**src/hw/cpu_pkg.sv**
```systemverilog
package cpu_pkg;

    ////////////////////////////////////////////////////////////////////////////
    // widths and fetch constants
    ////////////////////////////////////////////////////////////////////////////

    localparam int unsigned WORD = 32;

    // first fetch address after reset
    localparam logic [WORD-1:0] RESET_PC = 32'h0000_0000;

    // thumb instructions are halfwords so fetch steps by two bytes
    localparam logic [WORD-1:0] PC_STEP = 32'd2;

    // the pc an instruction reads is its own address plus four
    localparam logic [WORD-1:0] PC_AHEAD = 32'd4;

    ////////////////////////////////////////////////////////////////////////////
    // operation and condition encodings
    ////////////////////////////////////////////////////////////////////////////

    typedef enum logic [1:0] {
        OP_OTHER         = 2'd0,
        OP_COND_BRANCH   = 2'd1,
        OP_UNCOND_BRANCH = 2'd2
    } op_class_e;

    // condition field as it appears in the instruction
    typedef enum logic [3:0] {
        EQ = 4'h0,
        NE = 4'h1,
        CS = 4'h2,
        CC = 4'h3,
        MI = 4'h4,
        PL = 4'h5,
        VS = 4'h6,
        VC = 4'h7,
        HI = 4'h8,
        LS = 4'h9,
        GE = 4'hA,
        LT = 4'hB,
        GT = 4'hC,
        LE = 4'hD,
        AL = 4'hE,
        NV = 4'hF
    } cond_e;

    ////////////////////////////////////////////////////////////////////////////
    // bundles
    ////////////////////////////////////////////////////////////////////////////

    // nzcv with negative in the top bit
    typedef struct packed {
        logic negative;
        logic zero;
        logic carry;
        logic overflow;
    } status_flags_t;

    // decoded branch candidate as handed over by decode
    typedef struct packed {
        logic [WORD-1:0] pc;
        op_class_e       op;
        cond_e           cond;
        logic [WORD-1:0] imm;
    } branch_instr_t;

endpackage
```
**src/hw/branch_unit_top.sv**
```systemverilog
`timescale 1ns/1ps

module branch_unit_top (
    input  logic                       clk_i,
    input  logic                       rst_n_i,
    input  logic                       instr_valid_i,
    input  cpu_pkg::branch_instr_t     instr_i,
    input  logic                       flag_wr_i,
    input  cpu_pkg::status_flags_t     flags_i,
    input  logic                       stall_i,
    output logic                       take_branch_o,
    output logic                       flush_o,
    output logic [cpu_pkg::WORD-1:0]   pc_o
);

    import cpu_pkg::*;

    // flags after the execute-stage bypass
    status_flags_t   flags_fwd;
    logic [WORD-1:0] branch_target;

    status_flags u_status_flags (
        .clk_i     (clk_i),
        .rst_n_i   (rst_n_i),
        .flag_wr_i (flag_wr_i),
        .flags_i   (flags_i),
        .flags_o   (flags_fwd)
    );

    branch_controller u_branch_controller (
        .instr_valid_i (instr_valid_i),
        .instr_i       (instr_i),
        .flags_i       (flags_fwd),
        .take_branch_o (take_branch_o),
        .flush_o       (flush_o),
        .target_o      (branch_target)
    );

    program_counter u_program_counter (
        .clk_i      (clk_i),
        .rst_n_i    (rst_n_i),
        .stall_i    (stall_i),
        .redirect_i (take_branch_o),
        .target_i   (branch_target),
        .pc_o       (pc_o)
    );

endmodule

```
**src/hw/program_counter.sv**
```systemverilog
`timescale 1ns/1ps

module program_counter (
    input  logic                     clk_i,
    input  logic                     rst_n_i,
    input  logic                     stall_i,
    input  logic                     redirect_i,
    input  logic [cpu_pkg::WORD-1:0] target_i,
    output logic [cpu_pkg::WORD-1:0] pc_o
);

    import cpu_pkg::*;

    logic [WORD-1:0] pc_q;

    ////////////////////////////////////////////////////////////////////////////
    // fetch address register
    ////////////////////////////////////////////////////////////////////////////

    always_ff @(posedge clk_i) begin
        if (!rst_n_i) begin
            pc_q <= RESET_PC;
        end else if (redirect_i) begin
            // a taken branch wins over a stall
            pc_q <= target_i;
        end else if (!stall_i) begin
            pc_q <= pc_q + PC_STEP;
        end
    end

    assign pc_o = pc_q;

endmodule

```
**src/hw/status_flags.sv**
```systemverilog
`timescale 1ns/1ps

module status_flags (
    input  logic                   clk_i,
    input  logic                   rst_n_i,
    input  logic                   flag_wr_i,
    input  cpu_pkg::status_flags_t flags_i,
    output cpu_pkg::status_flags_t flags_o
);

    import cpu_pkg::*;

    status_flags_t flags_q;

    always_ff @(posedge clk_i) begin
        if (!rst_n_i) begin
            flags_q <= '0;
        end else if (flag_wr_i) begin
            flags_q <= flags_i;
        end
    end

    // a compare in execute and a branch behind it resolve in the same cycle
    // so the incoming write is bypassed around the register
    assign flags_o = flag_wr_i ? flags_i : flags_q;

endmodule

```
**src/hw/branch_controller.sv**
```systemverilog
`timescale 1ns/1ps

module branch_controller (
    input  logic                       instr_valid_i,
    input  cpu_pkg::branch_instr_t     instr_i,
    input  cpu_pkg::status_flags_t     flags_i,
    output logic                       take_branch_o,
    output logic                       flush_o,
    output logic [cpu_pkg::WORD-1:0]   target_o
);

    import cpu_pkg::*;

    logic cond_pass;
    logic is_taken;

    cond_eval u_cond_eval (
        .cond_i  (instr_i.cond),
        .flags_i (flags_i),
        .pass_o  (cond_pass)
    );

    ////////////////////////////////////////////////////////////////////////////
    // branch decision
    ////////////////////////////////////////////////////////////////////////////

    always_comb begin
        case (instr_i.op)
            OP_COND_BRANCH:   is_taken = cond_pass;
            OP_UNCOND_BRANCH: is_taken = 1'b1;
            default:          is_taken = 1'b0;
        endcase
    end

    // flush follows the taken strobe so the younger fetches get dropped
    assign take_branch_o = instr_valid_i & is_taken;
    assign flush_o       = instr_valid_i & is_taken;

    ////////////////////////////////////////////////////////////////////////////
    // target address
    ////////////////////////////////////////////////////////////////////////////

    // offset is relative to the pc the instruction sees, wraps at the word width
    assign target_o = instr_i.pc + PC_AHEAD + instr_i.imm;

endmodule

```
**src/hw/cond_eval.sv**
```systemverilog
`timescale 1ns/1ps

module cond_eval (
    input  cpu_pkg::cond_e         cond_i,
    input  cpu_pkg::status_flags_t flags_i,
    output logic                   pass_o
);

    import cpu_pkg::*;

    logic n_eq_v;

    // signed compares all hinge on whether N matches V
    assign n_eq_v = (flags_i.negative == flags_i.overflow);

    always_comb begin
        unique case (cond_i)
            EQ: pass_o = flags_i.zero;
            NE: pass_o = ~flags_i.zero;
            CS: pass_o = flags_i.carry;
            CC: pass_o = ~flags_i.carry;
            MI: pass_o = flags_i.negative;
            PL: pass_o = ~flags_i.negative;
            VS: pass_o = flags_i.overflow;
            VC: pass_o = ~flags_i.overflow;
            // unsigned higher and lower-or-same
            HI: pass_o = flags_i.carry & ~flags_i.zero;
            LS: pass_o = ~flags_i.carry | flags_i.zero;
            GE: pass_o = n_eq_v;
            LT: pass_o = ~n_eq_v;
            GT: pass_o = ~flags_i.zero & n_eq_v;
            LE: pass_o = flags_i.zero | ~n_eq_v;
            AL: pass_o = 1'b1;
            // NV is reserved and never taken
            NV: pass_o = 1'b0;
            default: pass_o = 1'b0;
        endcase
    end

endmodule

```
**config.mk**
```make
export PLATFORM = sky130hd
export DESIGN_NAME = branch_unit_top
export DESIGN_NICKNAME = d
export VERILOG_FILES = /design/src/hw/cpu_pkg.sv /design/src/hw/branch_unit_top.sv /design/src/hw/program_counter.sv /design/src/hw/status_flags.sv /design/src/hw/branch_controller.sv /design/src/hw/cond_eval.sv
export SDC_FILE = /design/constraint.sdc
export NUM_CORES = 1
export LEC_CHECK = 0
export ABC_AREA = 1
export BUFFER_PORTS_ARGS = -buffer_cell sky130_fd_sc_hd__clkbuf_2
export CAP_MARGIN = 20
export CORE_MARGIN = 4
export CORE_UTILIZATION = 30
export CTS_CLUSTER_DIAMETER = 30
export DETAILED_ROUTE_END_ITERATION = 10
export HOLD_SLACK_MARGIN = 0.15
export PLACE_DENSITY = 0.48
export SYNTH_ARGS = -nofsm -noshare
export SYNTH_HDL_FRONTEND = slang
export SYNTH_SLANG_ARGS = --single-unit
export TNS_END_PERCENT = 50
```
**constraint.sdc**
```tcl
create_clock -name clk_i -period 3.5 [get_ports clk_i]
set_input_delay 0.875 -clock clk_i [delete_from_list [all_inputs] [get_ports clk_i]]
set_output_delay 0.875 -clock clk_i [all_outputs]
set_load 0.02 [all_outputs]
```
==> flow_summary.json, run 1 <==
{
  "antenna-diode-count": 0,
  "leakagePower_uw": 0.003105,
  "initial_core_utilization_pct": 30.79,
  "groute.layer.met3.usage_pct": 1.517,
  "insertion_delay_ns": 0.28,
  "syn_area_per_cell_um2": 6.037,
  "drv.max_cap_violation_count": 0,
  "critical-path-top-cell-by-count": "sky130_fd_sc_hd__nand2_1",
  "number_of_enable_type_register_cells_in_the_synthesized_netlist": 0,
  "grt_overflow_total": 0,
  "tritoncts": "yes",
  "dr.pass1.iters": 4,
  "timing_max_transition_violations_final": 0,
  "grt_pass1_vias": 5079,
  "synthTopCellsByArea": "sky130_fd_sc_hd__ha_1, sky130_fd_sc_hd__dfxtp_1, sky130_fd_sc_hd__nand2_1, sky130_fd_sc_hd__nor2_1, sky130_fd_sc_hd__inv_1",
  "grt_use_total_pct": 17.42,
  "worstSetupStartpointType": "input pin",
  "ys_async_sr_fraction_pct": 0,
  "chipWidth_um": 136.1,
  "worstSetupPathType": "in2out",
  "fin_worst_skew_ns": 0.005444,
  "synth_fp_nets": 960,
  "ratio_of_routed_vias_to_standard_cells": 4.677,
  "critical_path.cell_chain": "clkbuf_2, inv_2, nand2_1, nand2_1, nand2_1, nand3_1, nand3_1, nand3_1, nand2_1, nand2_1, nand2_1, nand2_2, nand2_4, inv_2, clkbuf_2",
  "drtIter0Drc": 297,
  "hold_viol_final": 0,
  "grt_pass1_wl_um": 25900,
  "cts_buffers": 5,
  "wire_per_inst_um": 13.93,
  "number_of_cell_rows": 46,
  "timing.critical_path.slowest_cell_delay_ns": 0.23,
  "critical_path.n_buffers_inverters": 4,
  "clkSinkCount": 36,
  "htreeDepth": 2,
  "dieHeight_um": 136.1,
  "gr-usage-met1_pct": 24.61,
  "route.detailed.drc": 0,
  "run_status": "finished, final reports clean",
  "yosysMostFrequentCell": "sky130_fd_sc_hd__nand2_1",
  "ctsRootBufferMaster": "sky130_fd_sc_hd__clkbuf_16",
  "syn_area_mm2": 0.004926,
  "timing.final.crit_period_ns": 3.227,
  "synth_common_cells": "sky130_fd_sc_hd__nand2_1, sky130_fd_sc_hd__nor2_1, sky130_fd_sc_hd__inv_1",
  "setup_repair_after_global_routing_missed_its_margin": "no",
  "synthFlopType": "sky130_fd_sc_hd__dfxtp_1",
  "timing.max_slew.rel_slack_pct": 55.36,
  "synth_seq_area_share_pct": 14.63,
  "number_of_buffers_added_for_setup_after_cts": 0,
  "synth_top_cell_by_area": "sky130_fd_sc_hd__ha_1",
  "yosys_register_bits": 36,
  "setup_violations": 0,
  "route.vias.total": 5402,
  "worst_hold_path_type": "reg2reg",
  "cpMaxStageDelayCell": "sky130_fd_sc_hd__clkbuf_2",
  "totalPowerFinal_uw": 1822,
  "ant_nets": 0,
  "cp_max_fo": 9,
  "final_worst_setup_slack_ns": 0.2735,
  "busiest_layer": "met2",
  "post_route_cells_drive_above_1_share_pct": 16.19,
  "max_freq_mhz": 309.9,
  "power_density_mw_per_mm2": 306.0,
  "post_synth_num_cell_types": 34,
  "crit_arrival_ns": 2.35,
  "num-nets-final": 1083,
  "max_slew.worst_pin.slew_ns": 0.6635,
  "dp_worst_setup_slack_ns": 0.1813,
  "clock_path_buffers": 2,
  "fin_tns_setup_ns": 0,
  "synth-warning-count": 0,
  "worst_setup_hold_path_clk_slew_ns": 0.05,
  "fin_crit_sh_pct": 92.19,
  "port_buffers": 112,
  "cts_hold_buffers": 0,
  "synth_top_cell_area_share_pct": 16.26,
  "postSynthCellCount": 816,
  "place_hpwl_um": 13430,
  "gpl.final_weighted_congestion": 0.8544,
  "layout-area-overhead-vs-synth_pct": 20.90,
  "setup.worst_path.end_class": "output pin",
  "global_route.usage.met2_pct": 28.76,
  "cts_resized": 0,
  "max-vdd-ir-drop_v": 0.0001597,
  "initial_antenna_violation_count": 0,
  "routed_wirelength_um": 16080,
  "maximum_number_of_pins_on_one_net_before_global_route_repair": 41,
  "core_area_mm2": 0.01600,
  "worst_ep_required_time_ns": 2.62,
  "io_pins": 113,
  "die_area_mm2": 0.01853,
  "cpLargestDelayFamily": "simple AND/OR/NAND/NOR gates"
}
## metal layers
metal / vias up / wire length [µm]
met4: 0 / 157
met5: - / 0
met2: 93 / 7353
met1: 2361 / 8047
met3: 12 / 525
li1: 2936 / -
## where the power goes
part | internal, µW | switching [µW]
clock network | 299 | 178
logic | 317 | 530
registers | 444 | 53.8
total | 1060 | 762
## final timing paths
check	start	endpoint	slack [ns]	cells after the start
max	flag_wr_i	take_branch_o	0.27	15
min	u_status_flags.flags_q[1]	u_status_flags.flags_q[1]	0.49	2
max reg2reg	u_program_counter.pc_o[1]	u_program_counter.pc_o[27]	0.96	13
min reg2reg	u_status_flags.flags_q[1]	u_status_flags.flags_q[1]	0.49	2
## sequential cells by signal (all words and copies together) (netlist names)
signal	flops
u_program_counter.pc_o	32
u_status_flags.flags_q	4
## layout make-up
class / instances / area, µm²
Inverter: 98 / 367.9
Multi-Input combinational cell: 666 / 3734
Tap cell: 216 / 270.3
Sequential cell: 36 / 720.7
Fill cell: 1838 / 10040
Clock buffer: 7 / 152.6
Timing Repair Buffer: 132 / 710.7
## tightest hold or removal path, stage by stage (launching register included)
cell and delay [ns]:
sky130_fd_sc_hd__dfxtp_1 0.30, sky130_fd_sc_hd__nand2_2 0.07, sky130_fd_sc_hd__a21oi_1 0.06
## cell usage in the layout (no fill, tap or decap), types with 29 or more instances in the layout
cell,Yosys,final
sky130_fd_sc_hd__clkbuf_2,0,112
sky130_fd_sc_hd__xor2_1,29,29
sky130_fd_sc_hd__dfxtp_1,36,36
sky130_fd_sc_hd__nand3_1,50,50
sky130_fd_sc_hd__nor2_1,121,121
sky130_fd_sc_hd__inv_1,95,95
sky130_fd_sc_hd__a21oi_1,46,46
sky130_fd_sc_hd__o21ai_0,63,63
sky130_fd_sc_hd__ha_1,64,64
sky130_fd_sc_hd__nand2_1,191,191
## per-stage QoR
step | cell area, µm² | hold slack [ns] | std cells | utilization [%]
floorplan | 4926 | 0.4562 | 816 | -
global placement | 5803 | 0.4729 | 1148 | 36.27
detailed placement | 5803 | 0.4813 | 1148 | 36.27
CTS | 5956 | 0.4891 | 1155 | 37.22
global route | 5956 | 0.5132 | 1155 | 37.22
finish | 5956 | 0.4864 | 1155 | 37.22
## logic make-up after synthesis
family          after synthesis  synth area share (%)
compound gates              135                 14.71
xor+xnor                     49                 8.712
fa+ha+maj                    65                 16.66
buf+inv                     114                 9.576
flops                        36                 14.63
simple gates                417                 35.71
Power figures use the tool's default switching activity.
==> inputs of run 2 (changes only) <==
--- a/config.mk
+++ b/config.mk
@@ -6,7 +6,7 @@
 export NUM_CORES = 1
 export LEC_CHECK = 0
 export ABC_AREA = 1
-export BUFFER_PORTS_ARGS = -buffer_cell sky130_fd_sc_hd__clkbuf_2
+export BUFFER_PORTS_ARGS = -buffer_cell sky130_fd_sc_hd__buf_2
 export CAP_MARGIN = 20
 export CORE_MARGIN = 4
 export CORE_UTILIZATION = 30
==> run 2 against run 1 <==
Compared with the run above:
- total power increased by 2.6%
- flip-flop and latch count is the same
- count of clock-buffer cells in the layout is 1 lower
- combinational power is 0.7% higher
==> flow_summary.json, run 2 (synthesized netlist as in run 1, its figures left out) <==
{
  "timing.max_slew.rel_slack_pct": 65.17,
  "leakagePower_uw": 0.003108,
  "dp_worst_setup_slack_ns": 0.1606,
  "max-vdd-ir-drop_v": 0.0001643,
  "cp_max_fo": 7,
  "number_of_cell_rows": 46,
  "r2r.worst_path.cells": 13,
  "fin_crit_sh_pct": 91.08,
  "num-nets-final": 1082,
  "max_slew.worst_pin.slew_ns": 0.5225,
  "largest_register_ffs": 32,
  "tritoncts": "yes",
  "grt_pass1_wl_um": 26560,
  "antenna-diode-count": 0,
  "holdWs_ns": 0.4841,
  "clock_power_share_pct": 27.9,
  "setup.worst_path.end_class": "output pin",
  "timing_max_transition_violations_final": 0,
  "dieHeight_um": 136.1,
  "cts_resized": 0,
  "ant_nets": 0,
  "placed_cells": 1147,
  "cts_hold_buffers": 0,
  "run_status": "finished, final reports clean",
  "switching_share_pct": 41.35,
  "worstSetupPathType": "in2out",
  "place_hpwl_um": 13480,
  "number_of_buffers_added_for_setup_after_cts": 0,
  "setup_violations": 0,
  "die_area_mm2": 0.01853,
  "final_cell_mix": "sky130_fd_sc_hd__nand2_1, sky130_fd_sc_hd__nor2_1, sky130_fd_sc_hd__buf_2",
  "core_area_mm2": 0.01600,
  "grt_use_total_pct": 17.69,
  "initial_core_utilization_pct": 30.79,
  "route.vias.total": 5542,
  "combinationalPowerShare_pct": 45.6,
  "routed_wirelength_um": 16190,
  "final_worst_setup_slack_ns": 0.3122,
  "regToRegEndpoint": "u_program_counter.pc_o[27]",
  "gpl.final_weighted_congestion": 0.8504,
  "grt_overflow_total": 0,
  "endpoint_of_the_worst_hold_timing_path": "u_program_counter.pc_o[0]",
  "maximum_number_of_pins_on_one_net_before_global_route_repair": 41,
  "route.detailed.drc": 0,
  "post_route_cells_drive_above_1_share_pct": 16.08,
  "worst_setup_hold_path_clk_slew_ns": 0.06,
  "holdPathStages": 2,
  "grt_pass1_vias": 5250,
  "ratio_of_routed_vias_to_standard_cells": 4.798,
  "chipWidth_um": 136.1,
  "dr.pass1.iters": 6,
  "worst_ep_required_time_ns": 2.62,
  "stdcell_count": 1155,
  "htreeDepth": 2,
  "setup_repair_after_global_routing_missed_its_margin": "no",
  "wire_per_inst_um": 14.02,
  "layout.cells.most_common": "sky130_fd_sc_hd__nand2_1",
  "power_density_mw_per_mm2": 313.8,
  "power.switching_uw": 773.1,
  "worst_hold_path_type": "reg2reg",
  "insertion_delay_ns": 0.29,
  "finish.instance_area_mm2": 0.005959,
  "worstSetupStartpointType": "input pin",
  "cts_buffers": 5,
  "worst-r2r-setup-slack_ns": 1.03,
  "drtIter0Drc": 376,
  "fin_tns_setup_ns": 0,
  "hold_viol_final": 0,
  "clock_path_buffers": 2,
  "ctsRootBufferMaster": "sky130_fd_sc_hd__clkbuf_16",
  "clkSinkCount": 36,
  "hold_path_startpoint": "u_program_counter.pc_o[0]",
  "crit_arrival_ns": 2.31,
  "max_freq_mhz": 313.7,
  "layout-area-overhead-vs-synth_pct": 20.98,
  "cellInternalPower_uw": 1097,
  "fin_worst_skew_ns": 0.01196,
  "io_pins": 113,
  "initial_antenna_violation_count": 0,
  "p_seq_share_pct": 26.5,
  "timing.final.crit_period_ns": 3.188,
  "crit-reg2reg-launch": "u_program_counter.pc_o[1]",
  "dpl-instance-area_mm2": 0.005796,
  "drv.max_cap_violation_count": 0,
  "port_buffers": 112
}
[run 2: cell count changes in the layout (fill, tap and decap cells not counted)]
cell / delta
sky130_fd_sc_hd__clkinv_2: +1
sky130_fd_sc_hd__clkbuf_1: +1
sky130_fd_sc_hd__buf_4: -1
sky130_fd_sc_hd__buf_2: +112
sky130_fd_sc_hd__clkbuf_8: -2
sky130_fd_sc_hd__clkbuf_2: -112
sky130_fd_sc_hd__bufinv_16: +1
[run 2: cell type report]
class	instances	area, µm²
well taps	216	270.3
fillers	1843	10040
multi-input cells	666	3734
flip-flops and latches	36	720.7
clock inverters	2	35.03
inverters	98	367.9
clock buffers	6	128.9
repair buffers	131	703.2
[run 2: per-layer routing]
| metal | vias up | routed length (µm) | track usage [%] |
|---|---|---|---|
| li1 | 2944 | - | - |
| met2 | 130 | 7304 | 29.20 |
| met5 | - | 0 | 0 |
| met3 | 17 | 809 | 2.147 |
| met1 | 2451 | 7862 | 24.64 |
| met4 | 0 | 215 | 3.975 |
[run 2: power by group through the flow]
stage / registers [µW] / clock network [µW] / logic (µW)
2_1_floorplan: 529 / 0 / 537
3_3_place_gp: 506 / 0 / 857
3_5_place_dp: 504 / 0 / 852
4_1_cts: 495 / 532 / 857
5_1_grt: 502 / 549 / 976
6_report: 496 / 521 / 853
[run 2: worst max path at each step]
stage,startpoint,end,cells past startpoint
2_1_floorplan,instr_i[34],take_branch_o,12
3_3_place_gp,instr_i[39],u_program_counter.pc_o[23],16
3_5_place_dp,instr_i[1],u_program_counter.pc_o[25],19
4_1_cts,flag_wr_i,flush_o,15
5_1_grt,flag_wr_i,flush_o,15
6_report,flag_wr_i,flush_o,15
[run 2: stage by stage]
| stage | util [%] | power (µW) |
|---|---|---|
| final | 37.25 | 1870 |
| after global routing | 37.25 | 2027 |
| after CTS | 37.25 | 1885 |
| after detailed placement | 36.22 | 1356 |
| after global placement | 36.22 | 1363 |
| after floorplan | - | 1067 |
[run 2: critical path, stage by stage]
cell and delay [ns]:
sky130_fd_sc_hd__buf_2 0.14, sky130_fd_sc_hd__inv_2 0.13, sky130_fd_sc_hd__nand2_1 0.08, sky130_fd_sc_hd__nand2_2 0.10, sky130_fd_sc_hd__nand2_2 0.08, sky130_fd_sc_hd__nand3_2 0.07
sky130_fd_sc_hd__nand3_1 0.07, sky130_fd_sc_hd__nand3_1 0.09, sky130_fd_sc_hd__nand2_1 0.05, sky130_fd_sc_hd__nand2_1 0.05, sky130_fd_sc_hd__nand2_1 0.07, sky130_fd_sc_hd__nand2_2 0.09
sky130_fd_sc_hd__nand2_4 0.05, sky130_fd_sc_hd__inv_2 0.15, sky130_fd_sc_hd__buf_2 0.20
==> inputs of run 3 (changes only) <==
--- a/config.mk
+++ b/config.mk
@@ -8,12 +8,14 @@
 export ABC_AREA = 1
 export BUFFER_PORTS_ARGS = -buffer_cell sky130_fd_sc_hd__buf_2
 export CAP_MARGIN = 20
+export CORE_ASPECT_RATIO = 0.7
 export CORE_MARGIN = 4
 export CORE_UTILIZATION = 30
 export CTS_CLUSTER_DIAMETER = 30
 export DETAILED_ROUTE_END_ITERATION = 10
 export HOLD_SLACK_MARGIN = 0.15
 export PLACE_DENSITY = 0.48
+export SETUP_SLACK_MARGIN = 0.2
 export SYNTH_ARGS = -nofsm -noshare
 export SYNTH_HDL_FRONTEND = slang
 export SYNTH_SLANG_ARGS = --single-unit
==> run 3 against run 2 <==
Compared with the run above:
- combinational power fell by 2%
- critical path depth is the same
- core utilization increased by 0.080 points
- cell count decreased by 0.35%
- highest routed layer unchanged
- count of clock-buffer cells in the layout rose by 2
- total power decreased by 3.3%
- flip-flop and latch count unchanged
- final area fell by 1.1%
- via count did not move
- largest power group unchanged
- critical endpoint is now take_branch_o
- setup slack gained 0.048 ns
- critical path type unchanged
- hold slack improved by 0.019 ns
==> flow_summary.json, run 3 (synthesized netlist as in run 1, its figures left out) <==
{
  "seq_area_um2": 720.7,
  "crit_start": "flag_wr_i",
  "clkSinkCount": 36,
  "critPathCapture": "take_branch_o",
  "timing_max_transition_violations_final": 0,
  "gpl.final_weighted_congestion": 0.9019,
  "fin_tns_setup_ns": 0,
  "fin_crit_sh_pct": 89.72,
  "tritoncts": "yes",
  "timing.critical_path.slowest_cell_delay_ns": 0.20,
  "number_of_buffers_added_for_setup_after_cts": 0,
  "core_area_mm2": 0.01579,
  "worst_ep_required_time_ns": 2.62,
  "clock_path_buffers": 2,
  "max-vdd-ir-drop_v": 0.0001776,
  "run_status": "finished, final reports clean",
  "regToRegEndpoint": "u_program_counter.pc_o[25]",
  "die_area_mm2": 0.01857,
  "setup.worst_path.end_class": "output pin",
  "holdWs_ns": 0.5035,
  "ratio_of_routed_vias_to_standard_cells": 4.815,
  "met1Wirelength_um": 9456,
  "route.detailed.drc": 0,
  "setup_violations": 0,
  "worst-path-stages": 15,
  "multiInputGateArea_mm2": 0.003734,
  "maximum_number_of_pins_on_one_net_before_global_route_repair": 41,
  "drv.max_cap_violation_count": 0,
  "critical_path.cell_chain": "buf_2, inv_4, nand2_1, nand2_1, nand2_1, nand3_1, nand3_1, nand3_1, nand2_1, nand2_1, nand2_1, nand2_2, nand2_4, inv_2, clkbuf_4",
  "io_pins": 113,
  "dr.pass1.iters": 6,
  "max_slew.worst_pin.slew_ns": 0.5349,
  "cts_buffers": 5,
  "crit_arrival_ns": 2.27,
  "route.vias.total": 5542,
  "grt_pass1_vias": 5051,
  "critical_path.n_buffers_inverters": 4,
  "met2_length_um": 6112,
  "worstSetupStartpointType": "input pin",
  "ctsRootBufferMaster": "sky130_fd_sc_hd__clkbuf_16",
  "hold_path_startpoint": "u_program_counter.pc_o[0]",
  "worstSetupPathType": "in2out",
  "chipWidth_um": 161.2,
  "cp_max_fo": 7,
  "grt_pass1_wl_um": 26890,
  "met3_wirelength_um": 1161,
  "placed_cells": 1143,
  "hold_viol_final": 0,
  "layout_utilization_pct": 37.33,
  "r2r.worst_path.cells": 13,
  "worst_hold_path_type": "reg2reg",
  "highest-signal-layer": "met4",
  "layout.cells.most_common": "sky130_fd_sc_hd__nand2_1",
  "dpl-instance-area_mm2": 0.005741,
  "finish.instance_area_mm2": 0.005892,
  "routed_wirelength_um": 16780,
  "number_of_cell_rows": 38,
  "critical-path-top-cell-by-count": "sky130_fd_sc_hd__nand2_1",
  "leakagePower_uw": 0.003058,
  "setup_repair_after_global_routing_missed_its_margin": "yes",
  "initial_core_utilization_pct": 31.21,
  "antenna-diode-count": 0,
  "ant_nets": 0,
  "timing.max_slew.rel_slack_pct": 64.34,
  "place_hpwl_um": 14060,
  "num-nets-final": 1074,
  "filler_cell_count": 1821,
  "drtIter0Drc": 372,
  "cpLargestDelayFamily": "simple AND/OR/NAND/NOR gates",
  "worst-r2r-setup-slack_ns": 0.82,
  "cpMaxStageDelayCell": "sky130_fd_sc_hd__clkbuf_4",
  "post_route_cells_drive_above_1_share_pct": 15.25,
  "initial_antenna_violation_count": 0,
  "layout-area-overhead-vs-synth_pct": 19.61,
  "worst_setup_hold_path_clk_slew_ns": 0.06,
  "stdcell_count": 1151,
  "fin_worst_skew_ns": 0.009007,
  "dieHeight_um": 115.2,
  "largest_register_ffs": 32,
  "wire_per_inst_um": 14.58,
  "insertion_delay_ns": 0.29,
  "port_buffers": 112,
  "max_freq_mhz": 318.4,
  "htreeDepth": 2,
  "grt_overflow_total": 0,
  "final_cell_mix": "sky130_fd_sc_hd__nand2_1, sky130_fd_sc_hd__nor2_1, sky130_fd_sc_hd__buf_2",
  "cts_hold_buffers": 0,
  "power_density_mw_per_mm2": 306.8,
  "crit-reg2reg-launch": "u_program_counter.pc_o[1]",
  "timing.final.crit_period_ns": 3.140,
  "grt_use_total_pct": 17.80
}
[run 3: cell types whose count changed in the layout (fill, tap and decap cells not counted), sizes merged]
cell / previous run / this run
buf: 131 / 122
clkbuf: 6 / 9
bufinv: 1 / 0
clkinv: 2 / 1
[run 3: worst min path at each step]
stage               cells past startpoint                        end  slack, ns
global route                            2  u_program_counter.pc_o[0]       0.51
floorplan                               2  u_status_flags.flags_q[1]       0.46
CTS                                     2  u_program_counter.pc_o[0]       0.50
finish                                  2  u_program_counter.pc_o[0]       0.50
detailed placement                      2  u_program_counter.pc_o[0]       0.47
global placement                        2  u_status_flags.flags_q[1]       0.48
[run 3: where the power goes]
group	internal, µW	switching [µW]	total, µW
registers	444	56.0	500
logic	306	531	837
clock network	285	185	470
[run 3: per-stage QoR]
stage / total power [µW] / setup slack (ns)
after floorplan: 1067 / 0.4732
after global placement: 1347 / 0.1547
after detailed placement: 1340 / 0.1549
after CTS: 1814 / 0.3340
after global routing: 1954 / 0.1947
final: 1808 / 0.3598
[run 3: worst min-delay path: cells and delay by family (launching register included)]
| family | cells | cell delay (ns) |
|---|---|---|
| flip-flops | 1 | 0.31 |
| AND/OR/NAND/NOR | 2 | 0.14 |
[run 3: final cells by class]
cell class,instances,area share (%)
sequential,36,12.23
timing repair buffer,123,10.96
inverter,98,6.286
multi-input combinational,666,63.37
tap,220,4.672
clock buffer,8,2.485
[run 3: layer usage]
layer / global-route usage [%] / vias up
met1: 29.65 / 2444
met4: 0.9091 / 0
met3: 3.798 / 6
met5: 0 / -
li1: - / 2927
met2: 23.71 / 165
[run 3: what timing repair did]
item,CTS,global route
gates resized for setup,0,2
hold endpoints to repair,0,0
setup endpoints to repair,0,3
